### src/logic/raycast_pkg.sv
package raycast_pkg;

    // datapath widths
    localparam int COORD_W = 12;
    localparam int REL_W = COORD_W + 1;
    localparam int RSQ_W = 24;
    localparam int DOT_W = 28;
    localparam int DISC_W = 54;
    localparam int ROOT_W = 27;

    // scene memory
    localparam int NUM_SHAPES = 8;
    localparam int ADDR_W = 3;

    // cycle counts
    localparam int SETUP_LATENCY = 1;
    localparam int QUAD_LATENCY = 4;
    localparam int ROOT_STAGES = ROOT_W;
    localparam int PIPE_LATENCY = SETUP_LATENCY + QUAD_LATENCY + ROOT_STAGES + 1;
    // accepting edge to done_o
    localparam int RAY_LATENCY = NUM_SHAPES + PIPE_LATENCY + 3;

    typedef struct packed {
        logic signed [COORD_W-1:0] x;
        logic signed [COORD_W-1:0] y;
        logic signed [COORD_W-1:0] z;
    } vec3_t;

    typedef struct packed {
        vec3_t src;
        vec3_t dir;
    } ray_t;

    // scene word as stored in shape memory
    typedef struct packed {
        logic              active;
        vec3_t             center;
        logic [RSQ_W-1:0]  radius_sq;
    } shape_t;

    // source minus center, one bit wider than a coordinate
    typedef struct packed {
        logic signed [REL_W-1:0] x;
        logic signed [REL_W-1:0] y;
        logic signed [REL_W-1:0] z;
    } rel_t;

    typedef struct packed {
        logic              valid;
        logic [ADDR_W-1:0] addr;
        logic              active;
        rel_t              rel;
        vec3_t             dir;
        logic [RSQ_W-1:0]  radius_sq;
    } setup_t;

    typedef struct packed {
        logic                     valid;
        logic [ADDR_W-1:0]        addr;
        logic                     active;
        logic signed [DOT_W-1:0]  b;
        logic signed [DISC_W-1:0] disc;
    } quad_t;

    typedef struct packed {
        logic                    valid;
        logic [ADDR_W-1:0]       addr;
        logic                    hit;
        logic signed [DOT_W-1:0] t_num;
    } hit_t;

endpackage
### src/logic/closest_hit.sv
module closest_hit (
    input  logic                                 clk,
    input  logic                                 rst,
    input  logic                                 start_i,
    input  raycast_pkg::hit_t                    result_i,
    input  logic                                 last_i,
    output logic                                 done_o,
    output logic                                 hit_o,
    output logic [raycast_pkg::ADDR_W-1:0]       hit_addr_o,
    output logic signed [raycast_pkg::DOT_W-1:0] t_num_o
);

    raycast_pkg::hit_t in_q;
    logic              in_last_q;
    logic              fin_q;
    logic              take;

    // best entry of the running sweep
    logic                                 best_hit;
    logic [raycast_pkg::ADDR_W-1:0]       best_addr;
    logic signed [raycast_pkg::DOT_W-1:0] best_t;

    // strict compare, so on a tie the earlier and lower address stays
    assign take = in_q.valid && in_q.hit && (!best_hit || (in_q.t_num < best_t));

    always_ff @(posedge clk) begin
        in_q <= result_i;
        if (take) begin
            best_addr <= in_q.addr;
            best_t    <= in_q.t_num;
        end
        if (rst) begin
            in_q.valid <= 1'b0;
            in_last_q  <= 1'b0;
            fin_q      <= 1'b0;
            done_o     <= 1'b0;
            best_hit   <= 1'b0;
        end else begin
            in_last_q <= last_i && result_i.valid;
            // set once the last item has been folded into the best entry
            fin_q     <= in_last_q;
            done_o    <= fin_q;
            if (start_i) begin
                best_hit <= 1'b0;
            end else if (take) begin
                best_hit <= 1'b1;
            end
        end
    end

    assign hit_o      = best_hit;
    // zero when nothing was hit
    assign hit_addr_o = best_hit ? best_addr : '0;
    assign t_num_o    = best_hit ? best_t : '0;

endmodule

### config.mk
export PLATFORM = sky130hd
export DESIGN_NAME = closest_hit
export DESIGN_NICKNAME = d
export VERILOG_FILES = /design/src/logic/raycast_pkg.sv /design/src/logic/closest_hit.sv
export SDC_FILE = /design/constraint.sdc
export NUM_CORES = 1
export LEC_CHECK = 0
export BUFFER_PORTS_ARGS = -buffer_cell sky130_fd_sc_hd__buf_2
export CORE_UTILIZATION = 51
export DETAILED_ROUTE_END_ITERATION = 10
export GPL_TIMING_DRIVEN = 1
export PLACE_DENSITY = 0.78
export SLEW_MARGIN = 25
export SYNTH_ARGS = -nofsm -noshare
export SYNTH_HDL_FRONTEND = slang
export SYNTH_SLANG_ARGS = --single-unit
### constraint.sdc
create_clock -name clk -period 4.2 [get_ports clk]
set_input_delay 0.42 -clock clk [delete_from_list [all_inputs] [get_ports clk]]
set_output_delay 0.42 -clock clk [all_outputs]
set_load 0.02 [all_outputs]
Word level (Yosys, flattened, before mapping)
Index checks and enable logic that the tools add are counted.

$add $sub $neg: 0. Multipliers: 0. Divide/modulo/power cells: 0. Magnitude comparators: 1. Equality and inequality tests: 0. Shifts and indexed selects: 0. Mux-type cells: 2. Bitwise gates (word level): 0. Reductions and logical operators: 6.

Operators by type and width (count): $lt 28x28->1 (1); $mux 28 (1); $logic_and 1x1->1 (3); $mux 3 (1); $reduce_or 2->1 (1); $logic_not 1->1 (1); $logic_or 1x1->1 (1).

Flip-flop bits (word level): 68. Bits in latches: 0. RAM bits: 0. Memory bits (read-only): 0. Bits of input ports: 37. Output and inout port bits: 33. Word-level logic and storage cells: 19. Memories kept: 0.

Logic depth before layout (Yosys ltp)
Gate-level depths: netlist of run 1.

Depth in word-level cells: 3. Gate-level depth with buffers: 8. Depth with buffers taken out: 8.

Worst setup path after synthesis of run 1
OpenSTA, ideal clock, no wires.

Kind: reg2reg. Start point: register best_t[10] (netlist bit). End point: register best_addr[0] (netlist bit), enable pin. Library setup time: 438 ps. Arrival time: 3314 ps. Required time: 3762 ps. Setup slack: 448 ps. Stages on the path, launching flop included: 9. Path buffers: 0. Clock period less this slack: 3752 ps. Path through: edfxtp_1 inv_1 ha_1 and4_1 and3_1 a221o_1 a21oi_1 a211oi_1 nor4_2.

Cells in the longest elaborated chain, start to end: 3.

RTL lines: start, declared (RTL line closest_hit.sv:21) `logic signed [raycast_pkg::DOT_W-1:0] best_t;`; start signal, assigned (RTL line closest_hit.sv:30) `best_t <= in_q.t_num;`; $lt 28x28->1 (RTL line closest_hit.sv:24) `assign take = in_q.valid && in_q.hit && (!best_hit || (in_q.t_num < best_t));`; $logic_or 1x1->1 (RTL line closest_hit.sv:24); $logic_and 1x1->1 (RTL line closest_hit.sv:24); net take (RTL line closest_hit.sv:16) `logic take;`; end signal, assigned (RTL line closest_hit.sv:29) `best_addr <= in_q.addr;`; end, declared (RTL line closest_hit.sv:20) `logic [raycast_pkg::ADDR_W-1:0] best_addr;`.

The timed path passes the listed nets, and every way through them passes these cells. A chain may end at the register's enable or synchronous reset.

Worst setup path in the final report of run 1
Start point: register best_t[9] (netlist bit). End point: register best_t[1] (netlist bit), enable pin.

Cells in the longest elaborated chain, start to end: 3.

RTL lines (RTL line): $lt 28x28->1 (closest_hit.sv:24); $logic_or 1x1->1 (closest_hit.sv:24); $logic_and 1x1->1 (closest_hit.sv:24); net take (closest_hit.sv:16).

The timed path passes the listed nets, and every way through them passes these cells.

==> run summary, run 1 <==
IR drop worst, VDD - 0.308 mV
GRT Total Usage - 18.9%
final instance area - 3270 um^2
DRC - 0
fraction of registers with async set/reset - 0%
RR Endpoint - best_t[1]
via count - 1693
post-CTS setup buffers - 0
run status - finished, final reports clean
number of global-route vias before repair - 1645
Syn-to-layout area delta - 24.7%
largest cells by area after synthesis - edfxtp_1 36%, dfxtp_1 28%, ha_1 13%
syn_nets - 272
RSZ-0062 raised after global routing - false
Yosys Warn Count - 0
ANT cells - 0
total global routing overflow - 0
first-pass GRT wire length - 7300 um
# IOs - 70
post-route ant nets - 0
number of synthesized register bits - 68
First-pass DRT Iterations - 4
post-placement cell area - 3060 um^2
Mapped Cells - 208
CTS Buf Count - 9
DR iter-0 viols - 53
total of max-cap violations - 0
r2r setup slk - 1700 ps
Core ar. - 4850 um^2
dominant cell type by area after synthesis - edfxtp_1
cell with the most instances after synthesis - dfxtp_1
Setup TNS - 0 ps
num rows - 25
R2R depth - 9
CP Capture Type - flip-flop
Worst-Margin Slew - 493 ps
P_leak - 1.60 nW
Seq/Total Area, Yosys - 63.8%
routability cong. - 0.791
Chip Width - 73.7 um
# H-tree levels - 3
Port Buffers - 69
fraction of layout cells with a size suffix above 1 - 31.5%
Post-synth EDFFs - 31
worst hold endpoint - in_q[4]
Max Clk Rate - 400 MHz
Hold Startpoint - result_i[4]
CTS root buf - clkbuf_8
final slew viol count - 0
crit path time final - 2500 ps
Layout Nets - 351
Die Ht - 73.7 um
clk buf depth - 2
period utilization - 59.5%
syn avg cell area - 12.6 um^2
CTS sink count - 68
dpl hpwl - 3270 um
hold buffer count at cts - 0
Mapped Area - 2620 um^2
Reg clk slew, reported paths - 70 ps
Final Power - 1.34 mW
Arrival @ worst endpoint - 2530 ps
Post-synth top cells - 37 x dfxtp_1, 32 x and2_1, 31 x edfxtp_1
Vias per Instance - 4.72
Rel. slew slack - 67.1%
Crit Path Max Fanout - 16
WP data required - 4230 ps
# resized after CTS - 0
DR WL/cell - 12.4 um
Top FF cell, synth - dfxtp_1
Skew-Pair Late Insertion Delay - 340 ps
CTS tree - yes
final core occ - 67.4%
antenna violations before repair - 0
Fin Clk Skew - 8.39 ps
Setup CP Type - flip-flop to flip-flop
hold depth - 1
Synth top area share - 35.5%
Final setup viols - 0
final hold vios - 0
die area - 5430 um^2
worst reg2reg startpoint - best_t[9]
Initial Util - 54.1%
Setup crit start kind - flip-flop
Total Routed Length - 4450 um
Cell variety after synth - 25
Tightest Hold Check Type - input pin to flip-flop
pin count of the biggest net entering global routing - 36
Pwr per Cell Area - 409 nW/um^2
[stage by stage]
step	std cells	hold WS, ps	worst slack [ps]
5_1_grt	359	154	1550
2_1_floorplan	208	386	448
4_1_cts	359	159	1680
3_3_place_gp	343	387	1760
6_report	359	173	1700
3_5_place_dp	343	400	1710
[cell type report]
| cell class | instances | area (um^2) |
|---|---|---|
| fill | 366 | 1580 |
| sequential | 68 | 1670 |
| tap | 67 | 83.8 |
| multi-input combinational | 109 | 842 |
| timing repair buffer | 71 | 360 |
| clock inverter | 4 | 28.8 |
| clock buffer | 12 | 176 |
| inverter | 28 | 105 |
[critical path, stage by stage, from the launching register on]
cell and delay [ps]:
edfxtp_1 390, inv_1 80, ha_1 240, and4_1 200
and3_1 200, a221o_1 310, a21oi_1 130, a211oi_1 120
nor4_4 230, buf_4 290
[worst max path at each step]
stage | slack [ps] | startpoint | end | cells after the start
4_1_cts | 1680 | best_t[9] | best_t[27] | 9
3_3_place_gp | 1760 | best_t[10] | best_t[23] | 9
5_1_grt | 1550 | best_t[10] | best_t[27] | 9
6_report | 1700 | best_t[9] | best_t[1] | 9
2_1_floorplan | 450 | best_t[10] | best_addr[0] | 8
3_5_place_dp | 1710 | best_t[9] | best_t[23] | 9
[sequential cells by signal (all words and copies together), names as in the netlist]
signal     flops
best_addr      3
best_t        28
done_o         1
fin_q          1
hit_o          1
in_last_q      1
in_q          33
[power breakdown]
group / switching (mW) / internal, mW / leakage, nW / total [mW]
Sequential: 0.0150 / 0.720 / 0.596 / 0.735
Combinational: 0.0388 / 0.0374 / 0.892 / 0.0762
Clock: 0.242 / 0.284 / 0.108 / 0.526
Total: 0.296 / 1.04 / 1.60 / 1.34
[layer usage]
metal  vias to the layer above  GRT usage, %  share of wire [%]
met1                       769          23.0                 46
li1                        865             -                  -
met5                         -             0                  0
met3                         6          8.37                6.7
met2                        53          29.6                 46
met4                         0          7.05                1.3
[placed cells by master, fill, tap and decap left out]
| master | count |
|---|---|
| buf_2 | 69 |
| dfxtp_1 | 36 |
| and2_1 | 32 |
| edfxtp_1 | 31 |
| inv_1 | 28 |
| ha_1 | 27 |
| clkbuf_8 | 11 |
| a21oi_1 | 10 |
| nand2_1 | 9 |
| nor2_1 | 4 |
| o21ai_0 | 4 |
| nor2b_1 | 4 |
| nand4_1 | 2 |
| a211oi_1 | 2 |
| a21o_1 | 2 |
| a21o_2 | 2 |
| clkinv_4 | 2 |
| buf_4 | 2 |
| nor4_2 | 1 |
| nand3_1 | 1 |
| a22oi_1 | 1 |
| o211ai_1 | 1 |
| nor3b_1 | 1 |
| and4_1 | 1 |
| and3_1 | 1 |
| o2111ai_1 | 1 |
| a221o_1 | 1 |
| nor4_4 | 1 |
| nor3_1 | 1 |
| clkbuf_16 | 1 |
| inv_4 | 1 |
| clkinv_2 | 1 |
| dfxtp_2 | 1 |
[kinds of logic after synthesis]
group	count (synthesis)	synth area share [%]
AND/OR/NAND/NOR	58	13.1
buffers and inverters	31	4.44
flip-flops	68	63.8
AO/OA/AOI/OAI	24	5.78
adder cells (fa/ha/maj)	27	12.9
(Power assumes the default switching activity.)
==> run 2: changes to the inputs <==
- ABC_AREA: not set -> 1
- CORE_UTILIZATION: 51 -> 52
- clock period: 4.2 -> 2.42 ns (I/O delays scaled with it)
==> run 2 against run 1 <==
  * Count of clock-buffer cells in the layout down 1
  * Cell area is 15% higher
  * Critical path depth grew 4
  * Synthesized area up 6.2%
  * Critical path type unchanged
  * Largest power group unchanged
==> run summary, run 2 <==
final slew viol count - 0 (unchanged)
die area - 5650 um^2 (was 5430 um^2)
CTS sink count - 68 (unchanged)
First-pass DRT Iterations - 4 (unchanged)
WP data required - 2470 ps (was 4230 ps)
Initial Util - 54.1% (about the same)
routability cong. - 0.791 (about the same)
post-route ant nets - 0 (unchanged)
post-placement cell area - 3240 um^2 (was 3060 um^2)
most frequent cells in the layout - 81 x nand2_1, 69 x buf_2, 68 x inv_1 (was 69 x buf_2, 36 x dfxtp_1, 32 x and2_1)
slowest stage delay, CP - 350 ps (was 390 ps)
dominant cell type by area after synthesis - edfxtp_1 (unchanged)
Top FF cell, synth - dfxtp_1 (unchanged)
critical-path cell list - inv_1 -> ha_1 -> nand2_1 -> nor2_2 -> nand2_2 -> nor3_1 -> nand2_1 -> nand2_1 -> nand2_1 -> nand3_1 -> nand2_1 -> inv_2 -> buf_4 (was inv_1 -> ha_1 -> and4_1 -> and3_1 -> a221o_1 -> a21oi_1 -> a211oi_1 -> nor4_4 -> buf_4)
RSZ-0062 raised after global routing - false (unchanged)
Mapped Cells - 290 (was 208)
cell with the most instances after synthesis - nand2_1 (was dfxtp_1)
Post-Synth Simple-Gate Area - 15.0% (was 13.1%)
Final Power - 2.43 mW (was 1.34 mW)
Die Ht - 75.2 um (was 73.7 um)
dpl ws - 193 ps (was 1710 ps)
final core occ - 73.3% (was 67.4%)
Worst path slowest cell - edfxtp_1 (unchanged)
CP Capture Type - flip-flop (unchanged)
Worst-Margin Slew - 295 ps (was 493 ps)
dpl hpwl - 3540 um (was 3270 um)
via count - 2100 (was 1693)
Cell Count, Final, Fillers Out - 478 (was 359)
Largest Register - in_q (unchanged)
num rows - 26 (was 25)
worst path bufs/invs - 3 (was 2)
GRT Total Usage - 20.0% (was 18.9%)
commonest non-fill, non-tap cell in the layout - nand2_1 (was buf_2)
antenna violations before repair - 0 (unchanged)
DR iter-0 viols - 35 (was 53)
CTS Buf Count - 9 (unchanged)
worst reg2reg startpoint - best_t[27] (was best_t[9])
worst hold endpoint - in_q[32] (was in_q[4])
Hold Startpoint - rst (was result_i[4])
Seq/Total Area, Yosys - 60.1% (was 63.8%)
IR drop worst, VDD - 0.538 mV (was 0.308 mV)
met3 Usage GRT - 9.37% (was 8.37%)
r2r setup slk - 300 ps (was 1700 ps)
Post-Synth XOR/XNOR Area - 0% (unchanged)
Crit Path Max Fanout - 11 (was 16)
Arrival @ worst endpoint - 2170 ps (was 2530 ps)
Pwr per Cell Area - 645 nW/um^2 (was 409 nW/um^2)
# H-tree levels - 3 (unchanged)
R2R depth - 13 (was 9)
Core ar. - 5140 um^2 (was 4850 um^2)
first-pass GRT wire length - 8000 um (was 7300 um)
final worst slack - 299 ps (was 1700 ps)
syn avg cell area - 9.60 um^2 (was 12.6 um^2)
Syn-to-layout area delta - 35.4% (was 24.7%)
Final setup viols - 0 (unchanged)
fraction of registers with async set/reset - 0% (unchanged)
final hold vios - 0 (unchanged)
Port Buffers - 69 (unchanged)
syn_nets - 354 (was 272)
Synth top area share - 33.5% (was 35.5%)
multiplexer area fraction after synthesis - 0% (unchanged)
Top delay family on crit path - simple AND/OR/NAND/NOR gates (unchanged)
ANT cells - 0 (unchanged)
run status - finished, final reports clean (unchanged)
Adder-Cell Fraction of Synth Area - 12.1% (was 12.9%)
DR WL/cell - 10.6 um (was 12.4 um)
Filler cells - 415 (was 366)
Chip Width - 75.2 um (was 73.7 um)
CTS tree - yes (unchanged)
GR Layer Usage met1 - 20.1% (was 23.0%)
post-CTS setup buffers - 0 (unchanged)
clk buf depth - 2 (unchanged)
Setup CP Type - flip-flop to flip-flop (unchanged)
Tightest Hold Check Type - input pin to flip-flop (unchanged)
largest cells by area after synthesis - edfxtp_1 33%, dfxtp_1 27%, ha_1 12% (was edfxtp_1 36%, dfxtp_1 28%, ha_1 13%)
Total Routed Length - 5080 um (was 4450 um)
Max Clk Rate - 471 MHz (was 400 MHz)
Cell variety after synth - 17 (was 25)
Fin Clk Skew - 8.08 ps (was 8.39 ps)
period utilization - 87.6% (was 59.5%)
number of global-route vias before repair - 1949 (was 1645)
Setup TNS - 0 ps (unchanged)
Top Registers - in_q: 33 flops, best_t: 28 flops, best_addr: 3 flops (unchanged)
compound-gate portion of the synthesized area - 1.26% (was 5.78%)
Post-synth top cells - 81 x nand2_1, 69 x inv_1, 37 x dfxtp_1 (was 37 x dfxtp_1, 32 x and2_1, 31 x edfxtp_1)
Vias per Instance - 4.39 (was 4.72)
placed insts - 430 (was 343)
Hold Slack - 107 ps (was 173 ps)
Mapped Area - 2780 um^2 (was 2620 um^2)
CTS root buf - clkbuf_8 (unchanged)
Yosys Warn Count - 0 (unchanged)
Post-synth EDFFs - 31 (unchanged)
DRC - 0 (unchanged)
P_leak - 2.14 nW (was 1.60 nW)
Skew-Pair Late Insertion Delay - 340 ps (about the same)
final instance area - 3770 um^2 (was 3270 um^2)
Crit path top cell by count - nand2_1
total global routing overflow - 0 (unchanged)
Rel. slew slack - 80.3% (was 67.1%)
Setup crit start kind - flip-flop (unchanged)
total of max-cap violations - 0 (unchanged)
max FFs per register - 33 (unchanged)
# IOs - 70 (unchanged)
Layout Nets - 467 (was 351)
GRT Max-Usage Layer - met2 (unchanged)
Reg clk slew, reported paths - 70 ps (about the same)
Crit path depth - 13 (was 9)
main combinational cell family by area after synthesis - simple AND/OR/NAND/NOR gates (unchanged)
RR Endpoint - best_t[10] (was best_t[1])
crit path time final - 2120 ps (was 2500 ps)
number of synthesized register bits - 68 (unchanged)
met2 usage - 36.8% (was 29.6%)
fraction of layout cells with a size suffix above 1 - 26.0% (was 31.5%)
pin count of the biggest net entering global routing - 17 (was 36)
hold depth - 2 (was 1)
## run 2: cell types whose count changed after synthesis, sizes merged, moves of 2 or more
cell    before  now
nor4         2    0
a21oi       10    6
a21o         4    0
nor2b        4    0
o21ai        4    1
a211oi       2    0
nand2        9   82
and2        32    0
nand3        1    6
inv         28   81
nor2         4   13
## run 2: layout make-up
type | instances | area, um^2 | share of cell area, %
inverters | 81 | 304 | 8.07
clock buffers | 11 | 153 | 4.05
multi-input cells | 137 | 791 | 21.0
flip-flops and latches | 68 | 1670 | 44.4
clock inverters | 5 | 57.6 | 1.53
repair buffers | 106 | 703 | 18.7
well taps | 70 | 87.6 | 2.32
## run 2: what timing repair did
action                                  CTS  global route
hold endpoints to repair                 32             0
hold buffers                             32             0
gates resized for setup                   0             1
endpoints found under the setup margin    0            27
## run 2: power by group
part | total, mW | internal (mW) | switching (mW)
Clock | 0.961 | 0.539 | 0.422
Sequential | 1.27 | 1.25 | 0.0238
Combinational | 0.195 | 0.102 | 0.0924
## run 2: routing by layer
layer  up-vias  share of wire [%]  wire length, um
met3         7                5.2              265
met4         0                1.0               52
met5         -                  0                0
li1       1092                  -                -
met1       950                 42             2120
met2        51                 52             2650
## run 2: cell families after synthesis
logic type | count (synthesis)
flip-flops | 68
adder cells (fa/ha/maj) | 27
AO/OA/AOI/OAI | 7
buffers and inverters | 85
AND/OR/NAND/NOR | 103
## run 2: worst reg2reg max path, delay by kind of cell (launching register included)
kind                     cells  cell delay, ps
adder cells (fa/ha/maj)      1             320
buffers and inverters        3             380
AND/OR/NAND/NOR              9             780
flip-flops                   1             350
## run 2: worst max path at each step
stage,startpoint,to,slack [ps]
3_5_place_dp,best_t[27],best_t[8],190
4_1_cts,best_t[27],best_t[0],180
3_3_place_gp,best_t[27],best_t[8],300
2_1_floorplan,best_t[27],best_addr[0],100
6_report,best_t[27],best_t[10],300
5_1_grt,best_t[11],best_t[9],10
==> run 3: changes to the inputs <==
- SETUP_SLACK_MARGIN: not set -> 0.4
==> run 3 against run 2 <==
  * Maximum frequency down 5.5%
  * First-iteration DRC count up 130%
  * Setup slack worse by 120 ps
  * Core utilization up 3.5 points
  * Via count up 0.19%
  * Sequential power about the same
  * Combinational power up 23%
  * Count of clock-buffer cells in the layout down 1
==> run summary, run 3 (same netlist as run 2, synthesis figures left out) <==
max FFs per register - 33 (unchanged)
CP Capture Type - flip-flop (unchanged)
total global routing overflow - 0 (unchanged)
ANT cells - 0 (unchanged)
CTS root buf - clkbuf_8 (unchanged)
Filler cells - 338 (was 415)
antenna violations before repair - 0 (unchanged)
Die Ht - 75.2 um (unchanged)
Top Registers - in_q: 33 flops, best_t: 28 flops, best_addr: 3 flops (unchanged)
# H-tree levels - 3 (unchanged)
Setup CP Type - flip-flop to flip-flop (unchanged)
Initial Util - 54.1% (unchanged)
number of global-route vias before repair - 1964 (was 1949)
P_leak - 2.13 nW (was 2.14 nW)
Pwr per Cell Area - 603 nW/um^2 (was 645 nW/um^2)
Reg clk slew, reported paths - 70 ps (about the same)
Crit path top cell by count - nand2_2 (was nand2_1)
routability cong. - 0.773 (was 0.791)
Largest Register - in_q (unchanged)
pin count of the biggest net entering global routing - 34 (was 17)
fraction of layout cells with a size suffix above 1 - 39.1% (was 26.0%)
run status - finished, final reports clean (unchanged)
IR drop worst, VDD - 0.533 mV (was 0.538 mV)
post-route ant nets - 0 (unchanged)
RR Endpoint - best_t[15] (was best_t[10])
placed insts - 428 (was 430)
Tightest Hold Check Type - input pin to flip-flop (unchanged)
crit path time final - 2250 ps (was 2120 ps)
slowest stage delay, CP - 360 ps (was 350 ps)
Syn-to-layout area delta - 41.9% (was 35.4%)
Setup crit start kind - flip-flop (unchanged)
WP data required - 2470 ps (about the same)
GRT Total Usage - 21.2% (was 20.0%)
Layout Nets - 461 (was 467)
# IOs - 70 (unchanged)
r2r setup slk - 170 ps (was 300 ps)
most frequent cells in the layout - 69 x buf_2, 68 x nand2_1, 59 x inv_1 (was 81 x nand2_1, 69 x buf_2, 68 x inv_1)
die area - 5650 um^2 (unchanged)
DR iter-0 viols - 81 (was 35)
RSZ-0062 raised after global routing - true (was false)
clk buf depth - 2 (unchanged)
DRC - 0 (unchanged)
Max Clk Rate - 445 MHz (was 471 MHz)
via count - 2104 (was 2100)
worst reg2reg startpoint - best_t[27] (unchanged)
CTS Buf Count - 9 (unchanged)
final worst slack - 175 ps (was 299 ps)
Fin Clk Skew - 8.37 ps (was 8.08 ps)
Worst Setup EP - best_t[15] (was best_t[10])
CTS tree - yes (unchanged)
critical-path cell list - inv_2 -> ha_4 -> nand2_2 -> nor2_2 -> nand2_2 -> nor2_2 -> nand2_1 -> nand2_2 -> nor2_4 -> nand2_1 -> nand2_1 -> nand3_2 -> nand2_2 -> clkinvlp_4 -> buf_12 -> buf_12 (was inv_1 -> ha_1 -> nand2_1 -> nor2_2 -> nand2_2 -> nor3_1 -> nand2_1 -> nand2_1 -> nand2_1 -> nand3_1 -> nand2_1 -> inv_2 -> buf_4)
num rows - 26 (unchanged)
Cell Count, Final, Fillers Out - 472 (was 478)
final core occ - 76.8% (was 73.3%)
First-pass DRT Iterations - 4 (unchanged)
Worst-Margin Slew - 341 ps (was 295 ps)
Skew-Pair Late Insertion Delay - 340 ps (about the same)
dpl ws - 205 ps (was 193 ps)
Setup TNS - 0 ps (unchanged)
DR WL/cell - 12.2 um (was 10.6 um)
R2R depth - 16 (was 13)
first-pass GRT wire length - 8540 um (was 8000 um)
Core ar. - 5140 um^2 (unchanged)
Crit Path Max Fanout - 9 (was 11)
Worst path slowest cell - edfxtp_1 (unchanged)
final hold vios - 0 (unchanged)
commonest non-fill, non-tap cell in the layout - buf_2 (was nand2_1)
Multi-input gate area - 1010 um^2 (was 791 um^2)
Chip Width - 75.2 um (unchanged)
final slew viol count - 0 (unchanged)
total of max-cap violations - 0 (unchanged)
CTS sink count - 68 (unchanged)
dpl hpwl - 3400 um (was 3540 um)
period utilization - 92.8% (was 87.6%)
Rel. slew slack - 77.3% (was 80.3%)
Arrival @ worst endpoint - 2290 ps (was 2170 ps)
Vias per Instance - 4.46 (was 4.39)
Total Routed Length - 5760 um (was 5080 um)
Port Buffers - 69 (unchanged)
crit path from - best_t[27] (unchanged)
Register Area - 1670 um^2 (unchanged)
Final setup viols - 0 (unchanged)
==> run 3: changes by cell type in the layout (fill, tap and decap cells not counted), sizes merged <==
cell and delta:
clkbuf -1, clkinv +4, inv -3, dlygate4sd3 -16
buf +10
==> run 3: area by class of cell <==
cell class	count	share of cell area, %
Sequential cell	68	42.3
Inverter	81	7.79
Clock inverter	6	1.39
Multi-Input combinational cell	137	25.5
Clock buffer	10	3.23
Timing Repair Buffer	100	17.5
Tap cell	70	2.22
==> run 3: worst max-delay path: cells and delay by family, from the launching register on <==
kind | cells | cell delay (ps)
adders and majority gates | 1 | 290
and+or+nand+nor | 11 | 890
DFF | 1 | 360
buffers and inverters | 4 | 430
==> run 3: worst min path at each step <==
stage,depth (start not counted),startpoint,endpoint
floorplan,0,result_i[0],in_q[0]
global placement,1,result_i[16],in_q[16]
detailed placement,1,result_i[26],in_q[26]
CTS,1,result_i[25],in_q[25]
global route,1,result_i[7],in_q[7]
finish,1,result_i[31],in_q[31]
==> run 3: layer usage <==
| layer | wire, um | track usage (%) | vias to the layer above |
|---|---|---|---|
| li1 | - | - | 1082 |
| met2 | 2950 | 36.3 | 51 |
| met5 | 0 | 0 | - |
| met1 | 2520 | 25.5 | 958 |
| met3 | 174 | 4.55 | 13 |
| met4 | 114 | 10.5 | 0 |
==> run 3: through the flow <==
stage | hold slack (ps) | power [mW] | area, um^2
2_1_floorplan | 270 | 1.39 | 2810
3_3_place_gp | 344 | 1.45 | 3270
3_5_place_dp | 346 | 1.46 | 3270
4_1_cts | 0.881 | 2.36 | 3760
5_1_grt | 3.45 | 2.47 | 3950
6_report | 4.21 | 2.38 | 3950
==> run 3: what timing repair did <==
| action | 4_1_cts | 5_1_grt |
|---|---|---|
| endpoints found under the hold margin | 15 | 1 |
| pin swaps | 2 | 19 |
| endpoints found under the setup margin | 31 | 31 |
| gates resized for setup | 10 | 35 |
| hold buffers | 15 | 1 |
| gates cloned | 2 | 0 |
| buffers inserted | 7 | 3 |
==> run 3: where the power goes <==
| group | internal [mW] | switching [mW] | total, mW |
|---|---|---|---|
| clock | 0.465 | 0.398 | 0.863 |
| combinational | 0.123 | 0.115 | 0.239 |
| sequential | 1.25 | 0.0290 | 1.28 |
